<file path="config.mk">
export PLATFORM = sky130hd
export DESIGN_NAME = pr
export DESIGN_NICKNAME = d
export VERILOG_FILES = /design/src/rtl/pr_pkg.sv /design/src/rtl/regs.sv /design/src/rtl/rb.sv /design/src/rtl/bar_regs.sv /design/src/rtl/r0.sv /design/src/rtl/bus_ki.sv /design/src/rtl/pr.sv
export SDC_FILE = /design/constraint.sdc
export NUM_CORES = 1
export LEC_CHECK = 0
export ABC_CLOCK_PERIOD_IN_PS = 2870
export BUFFER_PORTS_ARGS = -buffer_cell sky130_fd_sc_hd__buf_2
export CORE_MARGIN = 2
export CORE_UTILIZATION = 50
export DETAILED_ROUTE_END_ITERATION = 8
export GPL_ROUTABILITY_DRIVEN = 0
export PLACE_DENSITY_LB_ADDON = 0.3
export SLEW_MARGIN = 20
export SYNTH_ARGS = -nofsm -noshare
export SYNTH_HDL_FRONTEND = slang
export SYNTH_SLANG_ARGS = --single-unit
</file>
<file path="constraint.sdc">
create_clock -name __clk -period 2.87 [get_ports __clk]
set_input_delay 0.574 -clock __clk [delete_from_list [all_inputs] [get_ports __clk]]
set_output_delay 0.574 -clock __clk [all_outputs]
set_load 0.1 [all_outputs]
</file>
<file path="src/rtl/pr_pkg.sv">
/*
	P-R register unit shared definitions
	Word and flag widths, L-bus and KI-bus source selection,
	R0 flag bit positions
*/

package pr_pkg;

	localparam int word_w    = 16;	// W, L and KI bus width
	localparam int flags_w   = 9;	// CPU flags ZMVCLEGYX in R0
	localparam int user_regs = 7;	// R1-R7, address 0 is R0

	// L bus source toward the ALU
	typedef enum logic [1:0] {
		l_r0,		// R0 in place
		l_user,		// One of R1-R7
		l_r0_high	// R0 shifted right 8
	} l_src_t;

	// KI bus source
	typedef enum logic [2:0] {
		ki_none,	// Bus idle, reads zero
		ki_rz,		// Interrupt request register
		ki_sr,		// RS, Q, BS and NB
		ki_rb,		// Binary load register
		ki_zp		// Data from the system bus
	} ki_src_t;

	// R0 flag bit positions, big-endian like W
	typedef enum logic [3:0] {
		f_z = 4'd0,	// Zero
		f_m = 4'd1,	// Minus
		f_v = 4'd2,	// Overflow
		f_c = 4'd3,	// Carry
		f_l = 4'd4,	// Less
		f_e = 4'd5,	// Equal
		f_g = 4'd6,	// Greater
		f_y = 4'd7,	// Shift extension
		f_x = 4'd8	// Extended carry
	} flag_t;

endpackage

</file>
<file path="src/rtl/regs.sv">
/*
	User register file R1-R7
	One write port from W and one asynchronous read port to L
*/

module regs (
	input  logic                      __clk,
	input  logic                      rst,
	input  logic [0:2]                addr,	// {rc, rb, ra}
	input  logic                      we,	// Strobe-qualified write
	input  logic [0:pr_pkg::word_w-1] w,
	output logic [0:pr_pkg::word_w-1] l
);

	import pr_pkg::*;

	logic [0:word_w-1] r [1:user_regs];	// R1..R7

	always_ff @(posedge __clk) begin
		if (rst) begin
			for (int i = 1; i <= user_regs; i++) begin
				r[i] <= '0;
			end
		end else if (we && (addr != 3'd0)) begin	// Address 0 belongs to R0
			r[addr] <= w;
		end
	end

	// Read side, address 0 is never routed here by the top level
	always_comb begin
		if (addr == 3'd0) begin
			l = '0;
		end else begin
			l = r[addr];
		end
	end

endmodule

</file>
<file path="src/rtl/rb.sv">
/*
	RB binary load register
	Filled from W in three independent field groups
*/

module rb (
	input  logic                      __clk,
	input  logic                      rst,
	input  logic [0:5]                w,		// W[10:15] from the top
	input  logic                      w_rba,	// Bits 10-15
	input  logic                      w_rbb,	// Bits 4-9
	input  logic                      w_rbc,	// Bits 0-3
	output logic [0:pr_pkg::word_w-1] rb
);

	always_ff @(posedge __clk) begin
		if (rst) begin
			rb <= '0;
		end else begin
			// Each group loads on its own, several may fire together
			if (w_rbc) begin
				rb[0:3] <= w[0:3];	// Short leading group
			end
			if (w_rbb) begin
				rb[4:9] <= w;	// Middle group
			end
			if (w_rba) begin
				rb[10:15] <= w;	// Tail group
			end
		end
	end

endmodule

</file>
<file path="src/rtl/bar_regs.sv">
/*
	NB, Q and BS system registers
	Loaded from W on a BAR write, gated onto the system bus drivers
*/

module bar_regs #(
	parameter int cpu_number = 0	// Selects PN driver polarity
) (
	input  logic       __clk,
	input  logic       rst,
	input  logic [0:3] w_nb,	// W[12:15]
	input  logic [0:1] w_qbs,	// W[10:11] as {Q, BS}
	input  logic       w_bar,
	input  logic       strob1,
	input  logic       clm,		// Clears NB and BS
	input  logic       zer,		// Clears Q
	input  logic       bar_nb,
	input  logic       q_nb,
	input  logic       rpn,
	input  logic       bp_nb,
	input  logic       pn_nb,
	output logic [0:3] nb,
	output logic       q,
	output logic       bs,
	output logic [0:3] dnb,
	output logic       dqb,
	output logic       dpn,
	output logic       zgpn
);

	localparam logic cpu_bit = 1'(cpu_number);

	logic cnb;	// BAR load enable
	logic pn_bs;	// BS seen through CPU polarity

	assign cnb = w_bar & strob1;

	always_ff @(posedge __clk) begin
		if (rst || clm) begin
			nb <= '0;
			bs <= 1'b0;
		end else if (cnb) begin
			nb <= w_nb;
			bs <= w_qbs[1];
		end
	end

	always_ff @(posedge __clk) begin
		if (rst || zer) begin	// Clear beats a load
			q <= 1'b0;
		end else if (cnb) begin
			q <= w_qbs[0];
		end
	end

	assign dnb   = nb & {4{bar_nb}};	// NB driver
	assign dqb   = q & q_nb;		// Q driver
	assign zgpn  = rpn ^ ~cpu_bit;
	assign pn_bs = cpu_bit ^ bs;
	assign dpn   = (pn_bs & bp_nb) | (cpu_bit & pn_nb);	// PN driver

endmodule

</file>
<file path="src/rtl/r0.sv">
/*
	R0 status register
	Nine CPU flags updated from ALU results or written from W,
	plus the user byte in bits 9-15
*/

module r0 (
	input  logic                       __clk,
	input  logic                       rst,
	input  logic [0:pr_pkg::word_w-1]  w,
	input  logic                       strob1,
	input  logic                       strob_b,	// LEG update, already gated by ust_leg
	input  logic                       w_zmvc,
	input  logic                       w_legy,
	input  logic                       w8_x,
	input  logic                       lrp,		// User byte write
	input  logic                       ust_z,
	input  logic                       ust_mc,
	input  logic                       ust_v,
	input  logic                       clr_v,
	input  logic                       ust_y,
	input  logic                       ust_x,
	input  logic                       zs,
	input  logic                       s0,
	input  logic                       s_1,
	input  logic                       carry,
	input  logic                       vl,
	input  logic                       vg,
	input  logic                       exy,
	input  logic                       exx,
	input  logic                       zer,
	output logic [0:pr_pkg::flags_w-1] flags,
	output logic [9:15]                user_byte
);

	import pr_pkg::*;

	logic ovf;	// Sign change seen by the ALU

	assign ovf = s0 ^ s_1;

	always_ff @(posedge __clk) begin
		if (rst) begin
			flags <= '0;
		end else begin
			// Z M V C
			if (w_zmvc) begin
				flags[f_z:f_c] <= w[0:3];	// W write wins
			end else if (strob1) begin
				if (ust_z) begin
					flags[f_z] <= zs;
				end
				if (ust_mc) begin
					flags[f_m] <= s0;
					flags[f_c] <= carry;
				end
				if (clr_v) begin
					flags[f_v] <= 1'b0;	// Clear beats set
				end else if (ust_v && ovf) begin
					flags[f_v] <= 1'b1;	// Sticky overflow
				end
			end

			// L E G Y
			if (w_legy) begin
				flags[f_l:f_y] <= w[4:7];
			end else begin
				if (strob_b) begin
					flags[f_l] <= vl;
					flags[f_e] <= zs;
					flags[f_g] <= vg;
				end
				if (strob1 && ust_y) begin
					flags[f_y] <= exy;
				end
			end

			// X
			if (w8_x) begin
				flags[f_x] <= w[8];
			end else if (strob1 && ust_x) begin
				flags[f_x] <= exx;
			end
		end
	end

	always_ff @(posedge __clk) begin
		if (rst || zer) begin	// zer takes the user byte too
			user_byte <= '0;
		end else if (lrp) begin
			user_byte <= w[9:15];
		end
	end

endmodule

</file>
<file path="src/rtl/bus_ki.sv">
/*
	KI bus source selection
	Picks RZ, SR, RB or ZP by kia/kib, zero when idle
*/

module bus_ki (
	input  logic                      kia,
	input  logic                      kib,
	input  logic [0:pr_pkg::word_w-1] rz,
	input  logic [0:pr_pkg::word_w-1] sr,
	input  logic [0:pr_pkg::word_w-1] rb,
	input  logic [0:pr_pkg::word_w-1] zp,
	output logic [0:pr_pkg::word_w-1] ki
);

	import pr_pkg::*;

	ki_src_t src;
	logic    zp_en;	// System bus carries data

	// ZP is open-collector, it only pulls the bus when it holds a word
	assign zp_en = |zp;

	always_comb begin
		case ({kia, kib})
			2'b10:   src = ki_rz;
			2'b01:   src = ki_sr;
			2'b11:   src = ki_rb;
			default: src = zp_en ? ki_zp : ki_none;	// No register source
		endcase
	end

	always_comb begin
		case (src)
			ki_rz:   ki = rz;
			ki_sr:   ki = sr;
			ki_rb:   ki = rb;
			ki_zp:   ki = zp;
			default: ki = '0;
		endcase
	end

endmodule

</file>
<file path="src/rtl/pr.sv">
/*
	P-R register unit
	User registers, R0, RB, NB/Q/BS, L-bus and KI-bus drivers
	Strobes are single-cycle enables sampled on the clock
*/

module pr #(
	parameter int cpu_number  = 0,	// 0 or 1
	parameter int awp_present = 0	// AWP may write ZMVC
) (
	input  logic                       __clk,
	input  logic                       rst,
	input  logic                       blr,		// Block registers, R0>>8 on L
	input  logic                       lpc,
	input  logic                       wa,
	input  logic                       rpc,
	input  logic                       ra,
	input  logic                       rb,
	input  logic                       rc,
	input  logic                       as2,
	input  logic                       w_r,
	input  logic                       strob1,
	input  logic                       strob2,
	input  logic [0:pr_pkg::word_w-1]  w,
	input  logic                       bar_nb,
	input  logic                       w_rba,
	input  logic                       w_rbb,
	input  logic                       w_rbc,
	input  logic                       rpn,
	input  logic                       bp_nb,
	input  logic                       pn_nb,
	input  logic                       q_nb,
	input  logic                       w_bar,
	input  logic                       zer_sp,
	input  logic                       clm,
	input  logic                       ustr0_fp,	// AWP flag write
	input  logic                       ust_leg,
	input  logic                       aryt,
	input  logic                       zs,
	input  logic                       carry,
	input  logic                       s_1,
	input  logic                       ust_z,
	input  logic                       ust_mc,
	input  logic                       s0,
	input  logic                       ust_v,
	input  logic                       clr_v,
	input  logic                       exy,
	input  logic                       ust_y,
	input  logic                       exx,
	input  logic                       ust_x,
	input  logic                       kia,
	input  logic                       kib,
	input  logic [0:pr_pkg::word_w-1]  bus_rz,
	input  logic [0:pr_pkg::word_w-1]  zp,
	input  logic [0:9]                 rs,
	output logic [0:pr_pkg::word_w-1]  l,
	output logic [0:3]                 dnb,
	output logic                       zgpn,
	output logic                       dpn,
	output logic                       dqb,
	output logic                       q,
	output logic                       zer,
	output logic [0:pr_pkg::flags_w-1] r0,
	output logic [0:pr_pkg::word_w-1]  bus_ki
);

	import pr_pkg::*;

	logic              strob_a, strob_b;
	logic              sel_user;		// R1-R7 addressed
	logic              w_r0;		// W->R0 through w_r
	logic              lr0;			// LPC load
	logic              fp;			// AWP load of ZMVC
	logic              w_zmvc, w_legy, lrp;
	logic              cleg;
	logic              vl, vg;
	logic [0:word_w-1] user_l, rb_q;
	logic [9:15]       user_byte;
	logic [0:3]        nb;
	logic              bs;
	l_src_t            l_src;

	assign strob_a  = strob1 & ~as2;
	assign strob_b  = strob2 & as2;
	assign sel_user = ra | rb | rc;

	assign lr0  = lpc & strob_a & wa;
	assign fp   = strob_a & (awp_present != 0) & ustr0_fp;
	assign w_r0 = (strob_a | strob_b) & w_r & ~sel_user;

	// Q protects the system flags from user writes
	assign w_zmvc = lr0 | (w_r0 & ~q) | fp;
	assign w_legy = lr0 | (w_r0 & ~q);
	assign lrp    = lr0 | w_r0;	// X and user byte share it

	assign cleg = strob_b & ust_leg;
	assign vl   = aryt ? s_1 : ~carry;
	assign vg   = aryt ? ~(zs | s_1) : (~zs & carry);

	always_comb begin
		if (blr) begin
			l_src = l_r0_high;
		end else if (sel_user && !(wa && rpc)) begin
			l_src = l_user;
		end else begin
			l_src = l_r0;	// Also RPC in WA
		end
	end

	// Open-collector style AND of all L drivers
	assign l = ((l_src == l_user)    ? user_l              : '1)
	         & ((l_src == l_r0)      ? {r0, user_byte}     : '1)
	         & ((l_src == l_r0_high) ? {8'd0, r0[0:7]}     : '1);

	assign zer = zer_sp | clm;

	regs u_regs (
		.__clk (__clk),
		.rst   (rst),
		.addr  ({rc, rb, ra}),
		.we    ((strob_a | strob_b) & w_r & sel_user),
		.w     (w),
		.l     (user_l)
	);

	rb u_rb (
		.__clk (__clk),
		.rst   (rst),
		.w     (w[10:15]),
		.w_rba (w_rba),
		.w_rbb (w_rbb),
		.w_rbc (w_rbc),
		.rb    (rb_q)
	);

	bar_regs #(
		.cpu_number (cpu_number)
	) u_bar_regs (
		.__clk  (__clk),
		.rst    (rst),
		.w_nb   (w[12:15]),
		.w_qbs  (w[10:11]),
		.w_bar  (w_bar),
		.strob1 (strob1),
		.clm    (clm),
		.zer    (zer),
		.bar_nb (bar_nb),
		.q_nb   (q_nb),
		.rpn    (rpn),
		.bp_nb  (bp_nb),
		.pn_nb  (pn_nb),
		.nb     (nb),
		.q      (q),
		.bs     (bs),
		.dnb    (dnb),
		.dqb    (dqb),
		.dpn    (dpn),
		.zgpn   (zgpn)
	);

	r0 u_r0 (
		.__clk     (__clk),
		.rst       (rst),
		.w         (w),
		.strob1    (strob1),
		.strob_b   (cleg),
		.w_zmvc    (w_zmvc),
		.w_legy    (w_legy),
		.w8_x      (lrp),
		.lrp       (lrp),
		.ust_z     (ust_z),
		.ust_mc    (ust_mc),
		.ust_v     (ust_v),
		.clr_v     (clr_v),
		.ust_y     (ust_y),
		.ust_x     (ust_x),
		.zs        (zs),
		.s0        (s0),
		.s_1       (s_1),
		.carry     (carry),
		.vl        (vl),
		.vg        (vg),
		.exy       (exy),
		.exx       (exx),
		.zer       (zer),
		.flags     (r0),
		.user_byte (user_byte)
	);

	bus_ki u_bus_ki (
		.kia (kia),
		.kib (kib),
		.rz  (bus_rz),
		.sr  ({rs, q, bs, nb}),	// Status word for the KI bus
		.rb  (rb_q),
		.zp  (zp),
		.ki  (bus_ki)
	);

endmodule

</file>
# After elaboration in Yosys (flattened, before gate mapping)
# Memory sizes are Yosys's and may differ from the RTL's.
# Index checks and enable logic that the tools add are counted.
# W data, S select, Z words.
dict set report totals {
  word_cells 109
  inputBits 99
  regBits 38
  output_inout_bits 50
  ramBits 112
  mem_count 1
}
# name depth width rd rd_ports_with_merged_regs write_ports line
set mem_list {}
lappend mem_list {u_regs.r 7 16 1 0 7 regs.sv:17} ;# logic [0:word_w-1] r [1:user_regs];
dict set report classes {
  n_eq_ne 9
  reduce_logical 24
  bitwise_logic 31
  mux 31
}
# cell count
set op_table {}
lappend op_table {{$mux W16} 5}
lappend op_table {{$pmux W16 S4} 1}
lappend op_table {{$and A16 B16 Y16} 2}
lappend op_table {{$reduce_or A16 Y1} 2}
lappend op_table {{$mux W1} 17}
lappend op_table {{$and A1 B1 Y1} 13}
lappend op_table {{$mux W4} 3}
lappend op_table {{$reduce_bool A2 Y1} 6}
lappend op_table {{$mux W3} 3}
lappend op_table {{$pmux W3 S3} 1}
lappend op_table {{$not A1 Y1} 7}
lappend op_table {{$or A1 B1 Y1} 7}
lappend op_table {{$eq A2 B2 Y1 const B} 3}
lappend op_table {{$eq A3 B2 Y1 const B} 2}
lappend op_table {{$logic_and A1 B1 Y1} 6}
lappend op_table {{$reduce_and A2 Y1} 3}
lappend op_table {{$reduce_bool A3 Y1} 2}
lappend op_table {{$and A4 B4 Y4} 1}
lappend op_table {{$eq A2 B1 Y1 const B} 2}
lappend op_table {{$eq A3 B1 Y1 const B} 1}
lappend op_table {{$eq A3 B3 Y1 const B} 1}
lappend op_table {{$logic_not A3 Y1} 1}
lappend op_table {{$logic_not A2 Y1} 1}
lappend op_table {{$logic_or A1 B1 Y1} 2}
lappend op_table {{3 further kinds} 3}

# Longest topological paths before layout
# Gate-level depths: netlist of run 1.
dict set report depth {
  word_depth 11
  ltp_mapped 7
  depth_no_buf 5
}

# Hierarchy
# A second synthesis of run 1 with hierarchy kept.
dict set report unflattened {
  hier_cells 663
  hier_area_um2 7792.5
}
# module n_inst seq_area_each_um2 cells_each area_per_inst_um2
set modules_own_cells {}
lappend modules_own_cells {regs 1 3363.2 363 5203.7}
lappend modules_own_cells {r0 1 320.3 70 704.4}
lappend modules_own_cells {bus_ki 1 0.0 100 635.6}
lappend modules_own_cells {rb 1 320.3 53 576.8}
lappend modules_own_cells {pr 1 0.0 43 354.1}
lappend modules_own_cells {bar_regs 1 120.1 34 317.8}

# Worst setup path after synthesis of run 1
# OpenSTA, ideal clock, no wires.
dict set report synth_path {
  kind {input -> output}
  start {in ra}
  end {out l[4] (netlist bit)}
  path_slack_ns -1.513
  arrival_ns 3.809
  stages 7
  path_cell_list {buf_6 buf_8 buf_8 mux2i_1 o211ai_1 o21ai_1 a311oi_1}
}
dict set report synth_between {
  elab_chain_len 9
  elab_cells_between_ends 16
  cone_classes {eq/ne (2); mux (6); bitwise (4); reduce/logical (3); memory (1)}
}
# item line
set synth_rtl {}
lappend synth_rtl {{from (decl)} pr.sv:17} ;# input logic ra,
lappend synth_rtl {{$or A1 B1 Y1 (2 in a row)} pr.sv:85} ;# assign sel_user = ra | rb | rc;
lappend synth_rtl {{$logic_and A1 B1 Y1} pr.sv:103} ;# end else if (sel_user && !(wa && rpc)) begin
lappend synth_rtl {{$mux W1} pr.sv:103}
lappend synth_rtl {{$mux W2} pr.sv:101} ;# if (blr) begin
lappend synth_rtl {{$eq A2 B1 Y1 or $logic_not A2 Y1 (tied branches)} {pr.sv:111, pr.sv:112}}
lappend synth_rtl {{$mux W16 (on tied branches)} {pr.sv:111, pr.sv:112}}
lappend synth_rtl {{$and A16 B16 Y16} pr.sv:112} ;# & ((l_src == l_r0) ? {r0, user_byte} : '1)
lappend synth_rtl {{$and A16 B16 Y16 *} pr.sv:113} ;# & ((l_src == l_r0_high) ? {8'd0, r0[0:7]} : '1);
lappend synth_rtl {{to (decl)} pr.sv:56} ;# output logic [0:pr_pkg::word_w-1] l,
# Every way passes the cells marked *; elsewhere a longest branch is shown, timed or not.

# Final worst setup path of run 1
dict set report layout_path {
  start {in ra}
  end {out l[3] (netlist bit)}
}
# Same word-level chain as after synthesis.

==> flow_summary.ini, run 1 <==
[critical_path]
cp-start-kind = primary input
r2r-end = u_r0.flags[3]$_SDFFE_PP0P_
cp-end-kind = primary output
arrival_ns = 2.24
path_class = primary input to primary output
crit_slowest_cell = mux4_2
crit_path_start = ra
ff2ff_setup_slack_ns = 1.51
r2r-start = u_bar_regs.q$_SDFFE_PP0P_
rr_worst_depth = 4
worst-path-max-fanout = 11
cpPeakStageDelay_ns = 0.54
critPathRequiredTime_ns = 2.30
path_cells = clkbuf_4, buf_12, mux4_2, a211oi_1, buf_4, nor3_4, buf_12
crit_top_cell = buf_12

[route]
final_antenna_net_count = 0
wirelength_um = 21300
viasPerCell = 5.85
drt_iter0_drc = 477
wl_per_cell_um = 20.3
drc = 0
first_pass_iters = 7
via_count = 6121

[synthesis]
synthAdderAreaFrac_pct = 0.820
synth_seq_area_share_pct = 54.1
ys_ff_latch = 150
synth_area_mm2 = 0.00763
yosys.area_share.simple_pct = 21.0
ys.flop_type = edfxtp_1
yosysWarnings = 0
yosysTopAreaCell = edfxtp_1
synth_top_family_by_area = simple AND/OR/NAND/NOR gates
syn_inst = 688
synth_nets = 792
avgSynthCellArea_um2 = 11.1
synth-xor-area-share_pct = 0.115
synth_compound_area_share_pct = 10.7
synth_edf_count = 112
synthMuxAreaShare_pct = 9.13
async_flop_share_pct = 0
ys_types = 54
synth.top_cell.area_share_pct = 44.1
netlist_top_cells_area = edfxtp_1 44%, dfxtp_1 10%, and2_1 9.8%, mux2i_1 7.2%, nor2_1 2.9%

[sta]
fin_setup_tns_ns = 0
worstMarginPinSlew_ns = 0.688
report.final.slew_viol_count = 0
min_period_ns = 2.82
hold_viol_final = 0
max-slew-margin-rel_pct = 54.1
rsz0062_at_grt = false
skew_ns = 0.000769
hold_ws_ns = 0.454
setup_viol = 0
post-route-period-util_pct = 98.2
max_freq_ghz = 0.355

[die]
pin_count = 149
start_util_pct = 50.8
die-area_mm2 = 0.0163
fp-row-count = 45
die_y_um = 128
core_mm2 = 0.0150
dieWidth_um = 128

[placement]
portBuffers = 146
placed_area_mm2 = 0.00930
dp_hpwl_um = 15600

[clock_tree]
insertion_delay_ns = 0.42
cts_made_buffers = 17
h-tree-depth = 4
cts_setup_buffers = 0
holdBufCountCts = 0
cts_tree = built
cts-root-buf = clkbuf_16
cts_resized = 2
clockBufferDepth = 2
clk_pin_slew_ns = 0.06
cts.sinks = 150

[pwr]
ir_drop_mv = 0.411
power.density_mw_per_mm2 = 586
p_leak_uw = 0.00395

[finish]
fill_cells = 1113
final-seq-area_mm2 = 0.00412
final_layout_size_suffix_gt1_share_pct = 33.1
areaGrowthSynthToFinish_pct = 29.3
stdcell_area_mm2 = 0.00987
multi_input_area_mm2 = 0.00355
antennaDiodeCount = 0
layout_commonest_cell = buf_2
final_cell_mix = 128 x buf_2, 119 x and2_1, 112 x edfxtp_1
finalNetCount = 950
fin_util_pct = 65.6

[min_path]
whs_path_depth = 3
worstHoldPathType = primary input to flip-flop
min_delay_worst_endpoint = u_r0.flags[7]$_SDFFE_PP0P_
hp-start = exy

[global_route]
grt_pass1_vias = 6050
grt_first_pass_wirelength_um = 32400
busiest_layer = met2
grt_max_degree = 28
grt_use_met3_pct = 4.02
gr-usage-met1_pct = 32.6
overflow = 0
grt_usage_pct = 26.4
antenna_found_initial = 0
grtUsageMet2_pct = 46.0

[run]
cap_violations = 0

[status]
outcome = complete, no violations
critical path: cells and delay by family:
| kind | cells | cell delay (ns) |
|---|---|---|
| muxes | 1 | 0.54 |
| and+or+nand+nor | 1 | 0.04 |
| AOI/OAI and AO/OA | 1 | 0.33 |
| buffers and inverters | 4 | 0.74 |
per-layer routing:
metal,wire length (um),up-vias
li1,-,2816
met4,747,0
met2,11100,228
met1,8380,3019
met3,1020,58
met5,0,-
layout make-up:
cell class | count | share of cell area, %
well taps | 188 | 2.38
multi-input cells | 475 | 36.0
inverters | 9 | 0.342
flip-flops and latches | 150 | 41.8
repair buffers | 193 | 14.0
clock buffers | 19 | 4.39
clock inverters | 12 | 1.08
worst max-delay path by stage:
| stage | end | cells after the start |
|---|---|---|
| final | l[3] | 7 |
| after detailed placement | l[7] | 7 |
| after global placement | l[7] | 7 |
| after global routing | l[7] | 9 |
| after CTS | l[5] | 7 |
| after floorplan | bus_ki[13] | 5 |
cell usage after synthesis (all sizes together) (2+ instances only):
library cell / number
a22o: 2
dfxtp: 38
nor4: 4
a21oi: 26
and2: 119
ha: 5
nor3: 18
buf: 20
inv: 9
or2: 3
a222oi: 16
o22ai: 12
o21ai: 11
a311oi: 6
clkbuf: 34
edfxtp: 112
nand2: 52
a211oi: 18
nor2b: 6
o31ai: 8
nand2b: 6
nor2: 65
nand3: 16
mux4: 3
nand4: 2
mux2: 6
nand3b: 2
mux2i: 55
state kept, by name, summed over array words and instances, names as in the netlist:
| signal | flops |
|---|---|
| u_regs.r | 112 |
| u_bar_regs.bs | 1 |
| u_r0.flags | 9 |
| u_bar_regs.q | 1 |
| u_rb.rb | 16 |
| u_bar_regs.nb | 4 |
| u_r0.user_byte | 7 |
cells by family (layout without fill, tap and decap cells):
| group | Yosys count | in the layout |
|---|---|---|
| AND/OR/NAND/NOR | 296 | 296 |
| flip-flops | 150 | 150 |
| AO/OA/AOI/OAI | 109 | 109 |
| multiplexers | 64 | 64 |
| buffers and inverters | 63 | 233 |
| adder cells (fa/ha/maj) | 5 | 5 |
| XOR/XNOR | 1 | 1 |
through the flow:
stage                     setup WS, ns  cells  total power (uW)
after global placement          -0.114   1015              3730
after CTS                      0.00300   1046              5780
after floorplan                 -0.510    688              3360
after global routing            0.0432   1046              5950
final                           0.0518   1046              5780
after detailed placement        -0.180   1015              3760
report_power, final:
group	total (uW)	switching, uW	internal [uW]
clock network	2060	871	1180
registers	2500	50.5	2450
logic	1230	835	391
total	5780	1760	4020
(Power assumes the default switching activity.)
==> inputs of run 2 (changes only) <==
- ABC_CLOCK_PERIOD_IN_PS: 2870 -> 3200
- clock period: 2.87 -> 3.2 ns (I/O delays scaled with it)
==> flow_summary.ini, run 2 (synthesis gave the netlist of run 1 again) <==
[sta]
rsz0062_at_grt = false
min_period_ns = 3.11
hold_ws_ns = 0.487
hold_viol_final = 0
max_freq_ghz = 0.322
fin_setup_tns_ns = 0
post-route-period-util_pct = 97.2
setup_viol = 0
report.final.slew_viol_count = 0
max-slew-margin-rel_pct = 48.3
worstMarginPinSlew_ns = 0.774
skew_ns = 0.00156

[die]
die_y_um = 128
die-area_mm2 = 0.0163
dieWidth_um = 128
pin_count = 149
start_util_pct = 50.8
fp-row-count = 45
core_mm2 = 0.0150

[critical_path]
cp.depth = 8
crit_path_start = ra
path_cells = buf_2, buf_12, nor3_4, a21o_1, nor3_1, buf_4, nor3_4, buf_2
ff2ff_setup_slack_ns = 1.86
critPathRequiredTime_ns = 2.56
cp-start-kind = primary input
r2r-end = u_r0.flags[1]$_SDFFE_PP0P_
rr_worst_depth = 4
cpPeakStageDelay_ns = 0.45
cp-end-kind = primary output
crit_slowest_cell = buf_2
crit_end = l[0]
arrival_ns = 2.47
path_class = primary input to primary output
worst-path-max-fanout = 15
critPathBufInv = 4
critPathTopFamily = buffers and inverters
r2r-start = u_bar_regs.q$_SDFFE_PP0P_

[pwr]
p_leak_uw = 0.00390
power.density_mw_per_mm2 = 555
ir_drop_mv = 0.440

[clock_tree]
cts_setup_buffers = 0
cts.sinks = 150
clk_pin_slew_ns = 0.06
h-tree-depth = 4
cts_resized = 0
clockBufferDepth = 2
cts_tree = built
holdBufCountCts = 0
insertion_delay_ns = 0.43
cts_made_buffers = 17
cts-root-buf = clkbuf_16

[finish]
finalNetCount = 939
largest_register_ffs = 112
layout_commonest_cell = buf_2
fin_util_pct = 64.2
reg.largest.list = u_regs.r: 112 flops, u_rb.rb: 16 flops, u_r0.flags: 9 flops
final_layout_size_suffix_gt1_share_pct = 32.0
antennaDiodeCount = 0
multi_input_area_mm2 = 0.00344
final_cell_mix = 134 x buf_2, 119 x and2_1, 112 x edfxtp_1
areaGrowthSynthToFinish_pct = 26.5
final-seq-area_mm2 = 0.00412
regMostFlops = u_regs.r
fill_cells = 1137

[min_path]
worstHoldPathType = flip-flop to flip-flop

[route]
wirelength_um = 20500
viasPerCell = 5.89
final_antenna_net_count = 0
first_pass_iters = 7
drc = 0
drt_iter0_drc = 556
wl_per_cell_um = 19.8
via_count = 6099

[global_route]
overflow = 0
grt_pass1_vias = 5866
grt_max_degree = 29
grt_usage_pct = 25.4
antenna_found_initial = 0
grt_first_pass_wirelength_um = 31100

[status]
outcome = complete, no violations

[run]
cap_violations = 0

[placement]
dp_hpwl_um = 14700
portBuffers = 146
[run 2: metrics by stage]
step                cell area [um^2]  cells  total power [uW]  setup slack (ns)
floorplan                       7880    688              2990            -0.314
global placement                9040   1004              3300             0.125
detailed placement              9040   1004              3320             0.111
CTS                             9650   1036              5380            0.0905
global route                    9650   1036              5510           0.00947
finish                          9650   1036              5360            0.0904
[run 2: area by class of cell]
| class | instances | share of cell area [%] |
|---|---|---|
| inverter | 9 | 0.350 |
| multi-input combinational | 475 | 35.7 |
| clock buffer | 18 | 4.45 |
| sequential | 150 | 42.7 |
| timing repair buffer | 182 | 12.5 |
| tap | 188 | 2.44 |
| clock inverter | 14 | 1.88 |
[run 2: metal layers]
| layer | vias up | wire [um] | global-route usage [%] |
|---|---|---|---|
| met3 | 55 | 1060 | 5.28 |
| li1 | 2800 | - | - |
| met2 | 232 | 10300 | 42.3 |
| met4 | 0 | 638 | 11.1 |
| met1 | 3012 | 8480 | 32.3 |
| met5 | - | 0 | 0 |
[run 2: worst min-delay path by stage]
| stage | startpoint | cells past startpoint | slack (ns) | end |
|---|---|---|---|---|
| after detailed placement | u_bar_regs.bs$_SDFFE_PP0P_ | 2 | 0.47 | u_bar_regs.bs$_SDFFE_PP0P_ |
| after global routing | u_bar_regs.bs$_SDFFE_PP0P_ | 2 | 0.51 | u_bar_regs.bs$_SDFFE_PP0P_ |
| after CTS | u_bar_regs.bs$_SDFFE_PP0P_ | 2 | 0.48 | u_bar_regs.bs$_SDFFE_PP0P_ |
| final | u_bar_regs.bs$_SDFFE_PP0P_ | 2 | 0.49 | u_bar_regs.bs$_SDFFE_PP0P_ |
| after floorplan | u_bar_regs.bs$_SDFFE_PP0P_ | 2 | 0.44 | u_bar_regs.bs$_SDFFE_PP0P_ |
| after global placement | u_bar_regs.bs$_SDFFE_PP0P_ | 2 | 0.46 | u_bar_regs.bs$_SDFFE_PP0P_ |
[run 2: worst min-delay path, delay by kind of cell (launching register included)]
kind,cells,cell delay (ns)
flip-flops,1,0.32
AND/OR/NAND/NOR,1,0.06
AO/OA/AOI/OAI,1,0.06
[run 2: where the power goes]
group	internal (uW)	leakage (uW)	switching [uW]	total, uW
clock network	1300	0.000295	781	2080
logic	318	0.00223	726	1040
registers	2190	0.00138	44.0	2240
total	3810	0.00390	1550	5360
==> inputs of run 3 (changes only) <==
- REMOVE_ABC_BUFFERS: unset -> 1
==> flow_summary.ini, run 3 (synthesis gave the netlist of run 1 again) <==
[status]
outcome = complete, no violations

[critical_path]
cp-start-kind = primary input
ff2ff_setup_slack_ns = 1.75
cp-end-kind = primary output
arrival_ns = 2.45
path_class = primary input to primary output
worst-path-max-fanout = 13
critPathRequiredTime_ns = 2.56

[global_route]
overflow = 0
grt_first_pass_wirelength_um = 32300
grt_usage_pct = 26.5
antenna_found_initial = 0
grt_max_degree = 28
grt_pass1_vias = 5971

[sta]
rsz0062_at_grt = false
min_period_ns = 3.09
setup_viol = 0
worst_slack_ns = 0.111
max-slew-margin-rel_pct = 48.7
hold_ws_ns = 0.489
skew_ns = 0.00829
post-route-period-util_pct = 96.5
max_freq_ghz = 0.324
hold_viol_final = 0
fin_setup_tns_ns = 0
report.final.slew_viol_count = 0
worstMarginPinSlew_ns = 0.768

[die]
dieWidth_um = 128
die-area_mm2 = 0.0163
pin_count = 149
core_mm2 = 0.0150
fp-row-count = 45
die_y_um = 128
start_util_pct = 50.8

[finish]
layout_commonest_cell = buf_2
fin_cells = 1043
reg.largest.list = u_regs.r: 112 flops, u_rb.rb: 16 flops, u_r0.flags: 9 flops
regMostFlops = u_regs.r
finalNetCount = 946
multi_input_area_mm2 = 0.00319
areaGrowthSynthToFinish_pct = 24.1
largest_register_ffs = 112
final_cell_mix = 130 x buf_2, 119 x and2_1, 112 x edfxtp_1
final-seq-area_mm2 = 0.00412
fill_cells = 1134
final_layout_size_suffix_gt1_share_pct = 29.2
antennaDiodeCount = 0

[pwr]
ir_drop_mv = 0.362
p_leak_uw = 0.00390
power.density_mw_per_mm2 = 543

[placement]
dp_hpwl_um = 14500
dp.cells = 1011
dp_slack_ns = 0.0985
portBuffers = 146

[clock_tree]
cts-root-buf = clkbuf_16
cts_setup_buffers = 0
clockBufferDepth = 2
clk_pin_slew_ns = 0.06
insertion_delay_ns = 0.43
cts_tree = built
h-tree-depth = 4
cts_made_buffers = 17
cts.sinks = 150
holdBufCountCts = 0
cts_resized = 0

[route]
viasPerCell = 5.92
wl_per_cell_um = 20.2
via_count = 6171
final_antenna_net_count = 0
wirelength_um = 21100
first_pass_iters = 6
drc = 0
drt_iter0_drc = 656

[run]
cap_violations = 0

[min_path]
worstHoldPathType = flip-flop to flip-flop
==> run 3: power breakdown <==
| part | total, uW | switching [uW] | internal (uW) |
|---|---|---|---|
| Combinational | 1010 | 696 | 317 |
| Clock | 1900 | 797 | 1100 |
| Sequential | 2240 | 42.9 | 2190 |
| Total | 5150 | 1540 | 3610 |
==> run 3: area by class of cell <==
cell class,count,area share (%)
repair buffers,189,14.0
inverters,9,0.357
well taps,188,2.48
clock buffers,21,5.21
multi-input cells,475,33.7
flip-flops and latches,150,43.6
clock inverters,11,0.740
==> run 3: path summary, 6_finish.rpt <==
check | from | end | cells after the start
worst max register to register | u_bar_regs.q$_SDFFE_PP0P_ | u_r0.flags[1]$_SDFFE_PP0P_ | 4
worst min register to register | u_bar_regs.bs$_SDFFE_PP0P_ | u_bar_regs.bs$_SDFFE_PP0P_ | 2
worst max-delay path | ra | l[10] | 8
worst min-delay path | u_bar_regs.bs$_SDFFE_PP0P_ | u_bar_regs.bs$_SDFFE_PP0P_ | 2
==> run 3: stage by stage <==
stage / util [%] / power (uW) / cell area [um^2]
floorplan: - / 2870 / 7340
global placement: 59.2 / 3260 / 8900
detailed placement: 59.2 / 3280 / 8900
CTS: 63.0 / 5150 / 9470
global route: 63.0 / 5310 / 9470
finish: 63.0 / 5150 / 9470
==> run 3: critical path, cell delays in order <==
cell and delay (ns):
buf_2 0.31, buf_4 0.32, nor2b_1 0.09, mux4_2 0.46, nor3_2 0.17, o31ai_1 0.10, buf_4 0.18, buf_12 0.16
==> run 3: metal layers <==
layer	GRT usage, %	share of wire, %	up-vias
met5	0	0	-
met4	11.1	2.5	0
met3	5.90	7.6	46
met2	45.0	51	304
met1	32.9	39	3021
li1	-	-	2800
